--- config.mk ---
export PLATFORM = sky130hd
export DESIGN_NAME = branchPredictor
export DESIGN_NICKNAME = d
export VERILOG_FILES = /design/src/verilog/bpuPkg.sv /design/src/verilog/bhtRam.sv /design/src/verilog/counterUpdate.sv /design/src/verilog/returnStack.sv /design/src/verilog/predictCtrl.sv /design/src/verilog/branchPredictor.sv
export SDC_FILE = /design/constraint.sdc
export NUM_CORES = 2
export LEC_CHECK = 0
export BUFFER_PORTS_ARGS = -buffer_cell sky130_fd_sc_hd__buf_2
export CAP_MARGIN = 15
export CELL_PAD_IN_SITES_DETAIL_PLACEMENT = 0
export CELL_PAD_IN_SITES_GLOBAL_PLACEMENT = 2
export CORE_MARGIN = 1
export CORE_UTILIZATION = 54
export CTS_BUF_LIST = sky130_fd_sc_hd__clkbuf_8 sky130_fd_sc_hd__clkbuf_16
export CTS_CLUSTER_SIZE = 14
export DETAILED_ROUTE_END_ITERATION = 12
export PLACE_DENSITY_LB_ADDON = 0.1
export SLEW_MARGIN = 30
export SYNTH_ARGS = -nofsm -noshare
export SYNTH_HDL_FRONTEND = slang
export SYNTH_SLANG_ARGS = --single-unit
--- constraint.sdc ---
create_clock -name clk -period 12.1 [get_ports clk]
set_input_delay 3.025 -clock clk [delete_from_list [all_inputs] [get_ports clk]]
set_output_delay 3.025 -clock clk [all_outputs]
set_load 0.05 [all_outputs]
--- src/verilog/bpuPkg.sv ---
/*
 * Branch predictor package.
 * Table and stack sizes, branch kinds, the 2-bit counter and the table entry.
 */
package bpuPkg;

    // table index taken from pc[INDEX_W+1:2]
    localparam int INDEX_W = 6;
    localparam int TAG_W = 32 - INDEX_W - 2;

    // return stack
    localparam int RAS_DEPTH = 8;
    localparam int RAS_PTR_W = $clog2(RAS_DEPTH);
    // pointer value at which the stack counts as full
    localparam logic [RAS_PTR_W-1:0] RAS_FULL = RAS_PTR_W'(RAS_DEPTH - 1);

    typedef enum logic [1:0] {
        brNone = 2'b00,
        brImme = 2'b01,   // conditional branch
        brCall = 2'b10,
        brRetn = 2'b11
    } branchTypeT;

    // upper bit set means predict taken
    typedef enum logic [1:0] {
        cntSNT = 2'b00,
        cntWNT = 2'b01,
        cntWT  = 2'b10,
        cntST  = 2'b11
    } counterT;

    typedef struct packed {
        logic [TAG_W-1:0] tag;
        logic [31:0]      target;
        branchTypeT       kind;
        counterT          count;
    } bhtEntryT;

endpackage

--- src/verilog/bhtRam.sv ---
/*
 * Branch target table memory.
 * Direct mapped, asynchronous read, registered write, valid bit per entry.
 */
module bhtRam #(
    parameter type payloadT = logic [31:0]
) (
    input  logic                       clk,
    input  logic                       arstN,
    input  logic                       wrEn,
    input  logic [bpuPkg::INDEX_W-1:0] wrIndex,
    input  payloadT                    wrData,
    input  logic [bpuPkg::INDEX_W-1:0] rdIndex,
    output payloadT                    rdData,
    output logic                       rdValid
);

    payloadT                          mem [2**bpuPkg::INDEX_W];
    logic [2**bpuPkg::INDEX_W-1:0]    entryValid;

    // valid flags, cleared so a cold table never hits
    always_ff @(posedge clk or negedge arstN) begin
        if (!arstN) begin
            entryValid <= '0;
        end else if (wrEn) begin
            entryValid[wrIndex] <= 1'b1;
        end
    end

    always_ff @(posedge clk) begin
        if (wrEn) begin
            mem[wrIndex] <= wrData;
        end
    end

    // read sees the old entry during a same-cycle write
    assign rdData  = mem[rdIndex];
    assign rdValid = entryValid[rdIndex];

endmodule

--- src/verilog/counterUpdate.sv ---
/*
 * Write-back entry builder.
 * Forms tag, target and kind from a resolved branch and steps the 2-bit counter.
 */
module counterUpdate (
    input  logic [31:0]        resolvePc,
    input  logic [31:0]        resolveTarget,
    input  bpuPkg::branchTypeT resolveType,
    input  logic               resolveTaken,
    input  logic               resolveHit,
    input  bpuPkg::counterT    resolveCount,
    output bpuPkg::bhtEntryT   wrEntry
);

    bpuPkg::counterT nextCount;

    always_comb begin
        // fresh entry starts weak in the observed direction
        nextCount = resolveTaken ? bpuPkg::cntWT : bpuPkg::cntWNT;
        if (resolveHit) begin
            case (resolveCount)
                bpuPkg::cntSNT: nextCount = resolveTaken ? bpuPkg::cntWNT : bpuPkg::cntSNT;
                bpuPkg::cntWNT: nextCount = resolveTaken ? bpuPkg::cntWT  : bpuPkg::cntSNT;
                bpuPkg::cntWT:  nextCount = resolveTaken ? bpuPkg::cntST  : bpuPkg::cntWNT;
                bpuPkg::cntST:  nextCount = resolveTaken ? bpuPkg::cntST  : bpuPkg::cntWT;
                default:        nextCount = bpuPkg::cntWNT;
            endcase
        end
    end

    assign wrEntry = '{
        tag:    resolvePc[31:bpuPkg::INDEX_W+2],
        target: resolveTarget,
        kind:   resolveType,
        count:  nextCount
    };

endmodule

--- src/verilog/returnStack.sv ---
/*
 * Return address stack.
 * Pushed by resolved calls, popped by resolved returns, with a same-cycle bypass.
 */
module returnStack (
    input  logic               clk,
    input  logic               arstN,
    input  logic               resolveValid,
    input  logic [31:0]        resolvePc,
    input  bpuPkg::branchTypeT resolveType,
    input  logic [31:0]        fetchPc,
    output logic [31:0]        rasTop
);

    logic [31:0]                  stack [bpuPkg::RAS_DEPTH];
    logic [bpuPkg::RAS_PTR_W-1:0] ptr;
    logic [bpuPkg::RAS_PTR_W-1:0] pushSlot;
    logic                         push;
    logic                         pop;
    logic                         full;
    logic                         empty;
    logic [31:0]                  pushAddr;

    assign push     = resolveValid && (resolveType == bpuPkg::brCall);
    assign pop      = resolveValid && (resolveType == bpuPkg::brRetn);
    assign full     = !empty && (ptr == bpuPkg::RAS_FULL);
    assign pushSlot = empty ? '0 : ptr + 1'b1;
    // return lands past the delay slot
    assign pushAddr = resolvePc + 32'd8;

    // ptr indexes the top entry, empty marks a stack with no entries
    always_ff @(posedge clk or negedge arstN) begin
        if (!arstN) begin
            ptr   <= '0;
            empty <= 1'b1;
        end else if (push && !full) begin
            ptr   <= pushSlot;
            empty <= 1'b0;
        end else if (pop && !empty) begin
            if (ptr == '0) begin
                empty <= 1'b1;
            end else begin
                ptr <= ptr - 1'b1;
            end
        end
    end

    always_ff @(posedge clk) begin
        if (push && !full) begin
            stack[pushSlot] <= pushAddr;
        end
    end

    always_comb begin
        if (push) begin
            rasTop = pushAddr;
        end else if (empty) begin
            rasTop = fetchPc + 32'd8;
        end else begin
            rasTop = stack[ptr];
        end
    end

    // pointer saturates at both ends and never wraps
    apNoOverflow: assert property (@(posedge clk) disable iff (!arstN)
        ptr == bpuPkg::RAS_FULL |=> ptr != '0);
    apNoUnderflow: assert property (@(posedge clk) disable iff (!arstN)
        ptr == '0 |=> ptr != bpuPkg::RAS_FULL);

endmodule

--- src/verilog/predictCtrl.sv ---
/*
 * Fetch register and prediction select.
 * Captures the table lookup and stack top, then picks target and taken flag.
 */
module predictCtrl (
    input  logic               clk,
    input  logic               arstN,
    input  logic               fetchWr,
    input  logic               fetchFlush,
    input  logic [31:0]        fetchPc,
    input  bpuPkg::bhtEntryT   rdEntry,
    input  logic               rdValid,
    input  logic [31:0]        rasTop,
    output logic [31:0]        predTarget,
    output logic               predTaken,
    output bpuPkg::branchTypeT predType,
    output bpuPkg::counterT    predCount,
    output logic               predHit,
    output logic               predValid
);

    bpuPkg::bhtEntryT            regEntry;
    logic                        regEntryValid;
    logic [bpuPkg::TAG_W-1:0]    regPcTag;
    logic [31:0]                 regRasTop;
    logic [31:0]                 regPcAdd8;
    logic                        regValid;

    // flush wins over a write, stall holds everything
    always_ff @(posedge clk or negedge arstN) begin
        if (!arstN) begin
            regEntry      <= '0;
            regEntryValid <= 1'b0;
            regPcTag      <= '0;
            regRasTop     <= '0;
            regPcAdd8     <= '0;
            regValid      <= 1'b0;
        end else if (fetchFlush) begin
            regEntry      <= '0;
            regEntryValid <= 1'b0;
            regPcTag      <= '0;
            regRasTop     <= '0;
            regPcAdd8     <= '0;
            regValid      <= 1'b0;
        end else if (fetchWr) begin
            regEntry      <= rdEntry;
            regEntryValid <= rdValid;
            regPcTag      <= fetchPc[31:bpuPkg::INDEX_W+2];
            regRasTop     <= rasTop;
            regPcAdd8     <= fetchPc + 32'd8;
            regValid      <= 1'b1;
        end
    end

    assign predHit = regEntryValid && (regEntry.tag == regPcTag);

    always_comb begin
        // fall-through unless a hit says otherwise
        predTarget = regPcAdd8;
        predTaken  = 1'b0;
        if (predHit) begin
            case (regEntry.kind)
                bpuPkg::brCall: begin
                    predTarget = regEntry.target;
                    predTaken  = 1'b1;
                end
                bpuPkg::brRetn: begin
                    predTarget = regRasTop;
                    predTaken  = 1'b1;
                end
                bpuPkg::brImme: begin
                    if (regEntry.count[1]) begin
                        predTarget = regEntry.target;
                        predTaken  = 1'b1;
                    end
                end
                default: begin
                    predTaken = 1'b0;
                end
            endcase
        end
    end

    assign predType  = predHit ? regEntry.kind : bpuPkg::brNone;
    assign predCount = regEntry.count;
    assign predValid = regValid;

    apTakenHit: assert property (@(posedge clk) disable iff (!arstN)
        predTaken |-> predHit && predValid);

endmodule

--- src/verilog/branchPredictor.sv ---
/*
 * Branch prediction unit top level.
 * Ties the target table, counter update, return stack and fetch control together.
 */
module branchPredictor (
    input  logic               clk,
    input  logic               arstN,
    input  logic [31:0]        fetchPc,
    input  logic               fetchWr,
    input  logic               fetchFlush,
    input  logic               resolveValid,
    input  logic [31:0]        resolvePc,
    input  logic [31:0]        resolveTarget,
    input  bpuPkg::branchTypeT resolveType,
    input  logic               resolveTaken,
    input  logic               resolveHit,
    input  bpuPkg::counterT    resolveCount,
    output logic [31:0]        predTarget,
    output logic               predTaken,
    output bpuPkg::branchTypeT predType,
    output bpuPkg::counterT    predCount,
    output logic               predHit,
    output logic               predValid
);

    bpuPkg::bhtEntryT wrEntry;
    bpuPkg::bhtEntryT rdEntry;
    logic             rdValid;
    logic [31:0]      rasTop;

    counterUpdate counterUpdate_i (
        .resolvePc     (resolvePc),
        .resolveTarget (resolveTarget),
        .resolveType   (resolveType),
        .resolveTaken  (resolveTaken),
        .resolveHit    (resolveHit),
        .resolveCount  (resolveCount),
        .wrEntry       (wrEntry)
    );

    bhtRam #(
        .payloadT (bpuPkg::bhtEntryT)
    ) bhtRam_i (
        .clk     (clk),
        .arstN   (arstN),
        .wrEn    (resolveValid),
        .wrIndex (resolvePc[bpuPkg::INDEX_W+1:2]),
        .wrData  (wrEntry),
        .rdIndex (fetchPc[bpuPkg::INDEX_W+1:2]),
        .rdData  (rdEntry),
        .rdValid (rdValid)
    );

    returnStack returnStack_i (
        .clk          (clk),
        .arstN        (arstN),
        .resolveValid (resolveValid),
        .resolvePc    (resolvePc),
        .resolveType  (resolveType),
        .fetchPc      (fetchPc),
        .rasTop       (rasTop)
    );

    predictCtrl predictCtrl_i (
        .clk        (clk),
        .arstN      (arstN),
        .fetchWr    (fetchWr),
        .fetchFlush (fetchFlush),
        .fetchPc    (fetchPc),
        .rdEntry    (rdEntry),
        .rdValid    (rdValid),
        .rasTop     (rasTop),
        .predTarget (predTarget),
        .predTaken  (predTaken),
        .predType   (predType),
        .predCount  (predCount),
        .predHit    (predHit),
        .predValid  (predValid)
    );

    // counterUpdate only sees real branch kinds from execute
    apResolveKind: assert property (@(posedge clk) disable iff (!arstN)
        resolveValid |-> resolveType != bpuPkg::brNone);

endmodule

==> flow_metrics.env <==
export IMPL_syn_to_final_growth_pct=12.7
export IMPL_tritoncts="done"
export IMPL_period_needed_ps=7440
export IMPL_peakVddDrop_uv=147
export IMPL_die_w_um=561
export IMPL_finalCritPeriodShare_pct=61.5
export IMPL_grt_start_max_net_pins=119
export IMPL_syn_inst=8183
export IMPL_cp_slowest_cell="nor4_4"
export IMPL_stdcell_area_um2=190000
export IMPL_grt_usage_pct=33.2
export IMPL_rsz0062_at_grt="false"
export IMPL_cp_arrival_ps=4420
export IMPL_yosys_warnings=0
export IMPL_grt_busiest_layer="met2"
export IMPL_finalHoldViolations=0
export IMPL_synthFlopType="edfxtp_1"
export IMPL_drt_total_wl_um=520000
export IMPL_cts_root_buffer_cell="clkbuf_16"
export IMPL_slew_viol_final=0
export IMPL_ys_seq_area_share_pct=76.2
export IMPL_leakage_uw=0.0627
export IMPL_grt_pass1_wl_um=716000
export IMPL_drc=0
export IMPL_gp_congestion=0.840
export IMPL_antenna_found_initial=41
export IMPL_synth_area_leaders="edfxtp_1, mux4_2, mux2i_1"
export IMPL_layout_drive_gt1_share_pct=24.9
export IMPL_finalClockSkew_ps=84.5
export IMPL_cts_buffers=432
export IMPL_antenna_left=0
export IMPL_vias=89300
export IMPL_synth_area_per_cell_um2=20.6
export IMPL_syn_nets=8299
export IMPL_crit_fanout=28
export IMPL_met3_usage_pct=7.41
export IMPL_path_buf_inv=2
export IMPL_core_um2=310000
export IMPL_slowest_delay_ps=670
export IMPL_hold_class="reg -> reg"
export IMPL_synth_edf_count=4096
export IMPL_routed_via_density=6.82
export IMPL_htreeDepth=5
export IMPL_critPathKind="reg -> out"
export IMPL_end_kind="output port"
export IMPL_crit_chain="xor2_1 -> nor4_1 -> nand3_1 -> nor4_4 -> o21ai_4 -> buf_4 -> mux2_2 -> buf_2"
export IMPL_max_slew_margin_pct=26.3
export IMPL_fin_nets=8690
export IMPL_wl_per_cell_um=39.8
export IMPL_first_pass_iters=8
export IMPL_worst_pin_slew_ps=1100
export IMPL_clock_fmax_mhz=134
export IMPL_dieArea_um2=314000
export IMPL_cts_clk_slew_worst_paths_ps=60
export IMPL_synthMostInstantiatedCell="edfxtp_1"
export IMPL_clk_latency_ps=1010
export IMPL_met1_usage_pct=47.4
export IMPL_synth_top_area_share_pct=73.0
export IMPL_status="complete, no violations"
export IMPL_fin_cells=13100
export IMPL_overflow=0
export IMPL_ys_seq_elements=4314
export IMPL_port_buffer_count=145
export IMPL_die_height_um=561
export IMPL_initial_utilization_pct=54.4
export IMPL_clockBufferDepth=4
export IMPL_post_cts_setup_buffer_count=0
export IMPL_finalSetupViolCount=0
export IMPL_synthArstFlopShare_pct=5.05
export IMPL_synth_distinct_cells=66
export IMPL_initialDrtViolationCount=13700
export IMPL_tns_ps=0
export IMPL_required_ps=9070
export IMPL_io_pins=146
export IMPL_netlist_top_cells_count="edfxtp_1, mux4_2, mux2i_1"
export IMPL_synth_area_um2=169000
export IMPL_dp_cells=12300
export IMPL_dp_hpwl_um=282000
export IMPL_power_density_nw_per_um2=172
export IMPL_crit_family="simple AND/OR/NAND/NOR gates"
export IMPL_dpl_cell_area_um2=175000
export IMPL_synth_top_area_cell="edfxtp_1"
export IMPL_max_cap_viol_count=0
export IMPL_startpoint_type="flop"
export IMPL_gr_usage_met2_pct=51.3
export IMPL_row_count=204
export IMPL_hold_buffers=0
export IMPL_nFillCells=21700
export IMPL_totalPowerFinal_uw=32700
export IMPL_cts_resized_gates=0
export IMPL_clock_sinks=4314
export IMPL_grt_pass1_vias=87400
## flip-flops by register name, summed over array words and instances, names as in the netlist
name	flops
bhtRam_i.entryValid	64
bhtRam_i.mem	3840
predictCtrl_i.predCount	2
predictCtrl_i.predValid	1
predictCtrl_i.regEntry	58
predictCtrl_i.regEntryValid	1
predictCtrl_i.regPcAdd8	32
predictCtrl_i.regPcTag	24
predictCtrl_i.regRasTop	32
returnStack_i.empty	1
returnStack_i.ptr	3
returnStack_i.stack	256
## cell usage in the layout (no fill, tap or decap), drive strengths merged, types with 12 or more instances in the layout
master / Yosys / layout
xor2: 37 / 37
o221ai: 65 / 65
a31oi: 20 / 20
clkbuf: 218 / 466
nand3: 58 / 58
buf: 266 / 441
edfxtp: 4096 / 4096
xnor2: 42 / 42
mux4: 864 / 864
a21oi: 164 / 164
a211o: 20 / 20
o31ai: 13 / 13
mux2i: 615 / 615
o21ai: 130 / 130
nand4: 14 / 14
a221oi: 37 / 37
mux2: 79 / 79
a21o: 18 / 18
diode: 0 / 12
bufinv: 0 / 48
a211oi: 149 / 149
a32oi: 22 / 22
nand2: 282 / 282
a22oi: 23 / 23
nor2: 240 / 240
o22ai: 121 / 121
nor4: 24 / 24
a2111oi: 31 / 31
inv: 11 / 128
dfrtp: 217 / 217
a311oi: 25 / 25
nor2b: 49 / 49
or2: 66 / 66
and2: 33 / 33
nor3: 31 / 31
o41ai: 12 / 12
clkinv: 1 / 182
## through the flow
step                hold WS (ps)  util [%]  worst slack, ps
floorplan                    433         -             5240
global placement             446      56.5             4890
detailed placement           448      56.6             5240
CTS                          462      61.3             4640
global route                 476      61.4             4600
finish                       462      61.4             4660
## area by class of cell
cell class | instances | area (um^2) | share of cell area, %
Sequential cell | 4314 | 128000 | 67.6
Multi-Input combinational cell | 3373 | 38100 | 20.0
Clock buffer | 466 | 11300 | 5.94
Tap cell | 4120 | 5150 | 2.71
Timing Repair Buffer | 441 | 3760 | 1.98
Clock inverter | 355 | 3180 | 1.67
Inverter | 12 | 52.6 | 0.0277
Antenna cell | 12 | 30.0 | 0.0158
## logic make-up after synthesis
group           count (synthesis)  synth area share, %
compound gates                884                 3.62
xor+xnor                       79                0.411
fa+ha+maj                       9               0.0668
buf+inv                       496                 1.62
flops                        4314                 76.2
mux                          1558                 15.7
simple gates                  843                 2.33
## per-layer routing
| metal | wire [um] | vias up |
|---|---|---|
| met5 | 221 | - |
| met4 | 19900 | 10 |
| met3 | 59700 | 926 |
| met2 | 240000 | 5470 |
| met1 | 200000 | 48100 |
| li1 | - | 34800 |
## final timing paths
path / cells after the start / slack, ps / end / start
worst max-delay path: 8 / 4660 / predTarget[22] / predictCtrl_i.regEntry[58]
worst min-delay path: 1 / 460 / bhtRam_i.entryValid[53] / bhtRam_i.entryValid[53]
worst max register to register: 7 / 8310 / returnStack_i.stack[1][29] / returnStack_i.ptr[1]
worst min register to register: 1 / 460 / bhtRam_i.entryValid[53] / bhtRam_i.entryValid[53]
max in group asynchronous: 3 / 8080 / predictCtrl_i.regEntry[10] / arstN
min in group asynchronous: 1 / 1990 / predictCtrl_i.regRasTop[1] / arstN
## where the power goes
| part | leakage, uW | internal, uW | switching [uW] | total (uW) |
|---|---|---|---|---|
| combinational | 0.0154 | 889 | 1500 | 2390 |
| clock | 0.00754 | 7760 | 5790 | 13500 |
| sequential | 0.0397 | 16600 | 211 | 16800 |
| total | 0.0627 | 25200 | 7500 | 32700 |
No activity file was read; power rests on OpenSTA's default activity.
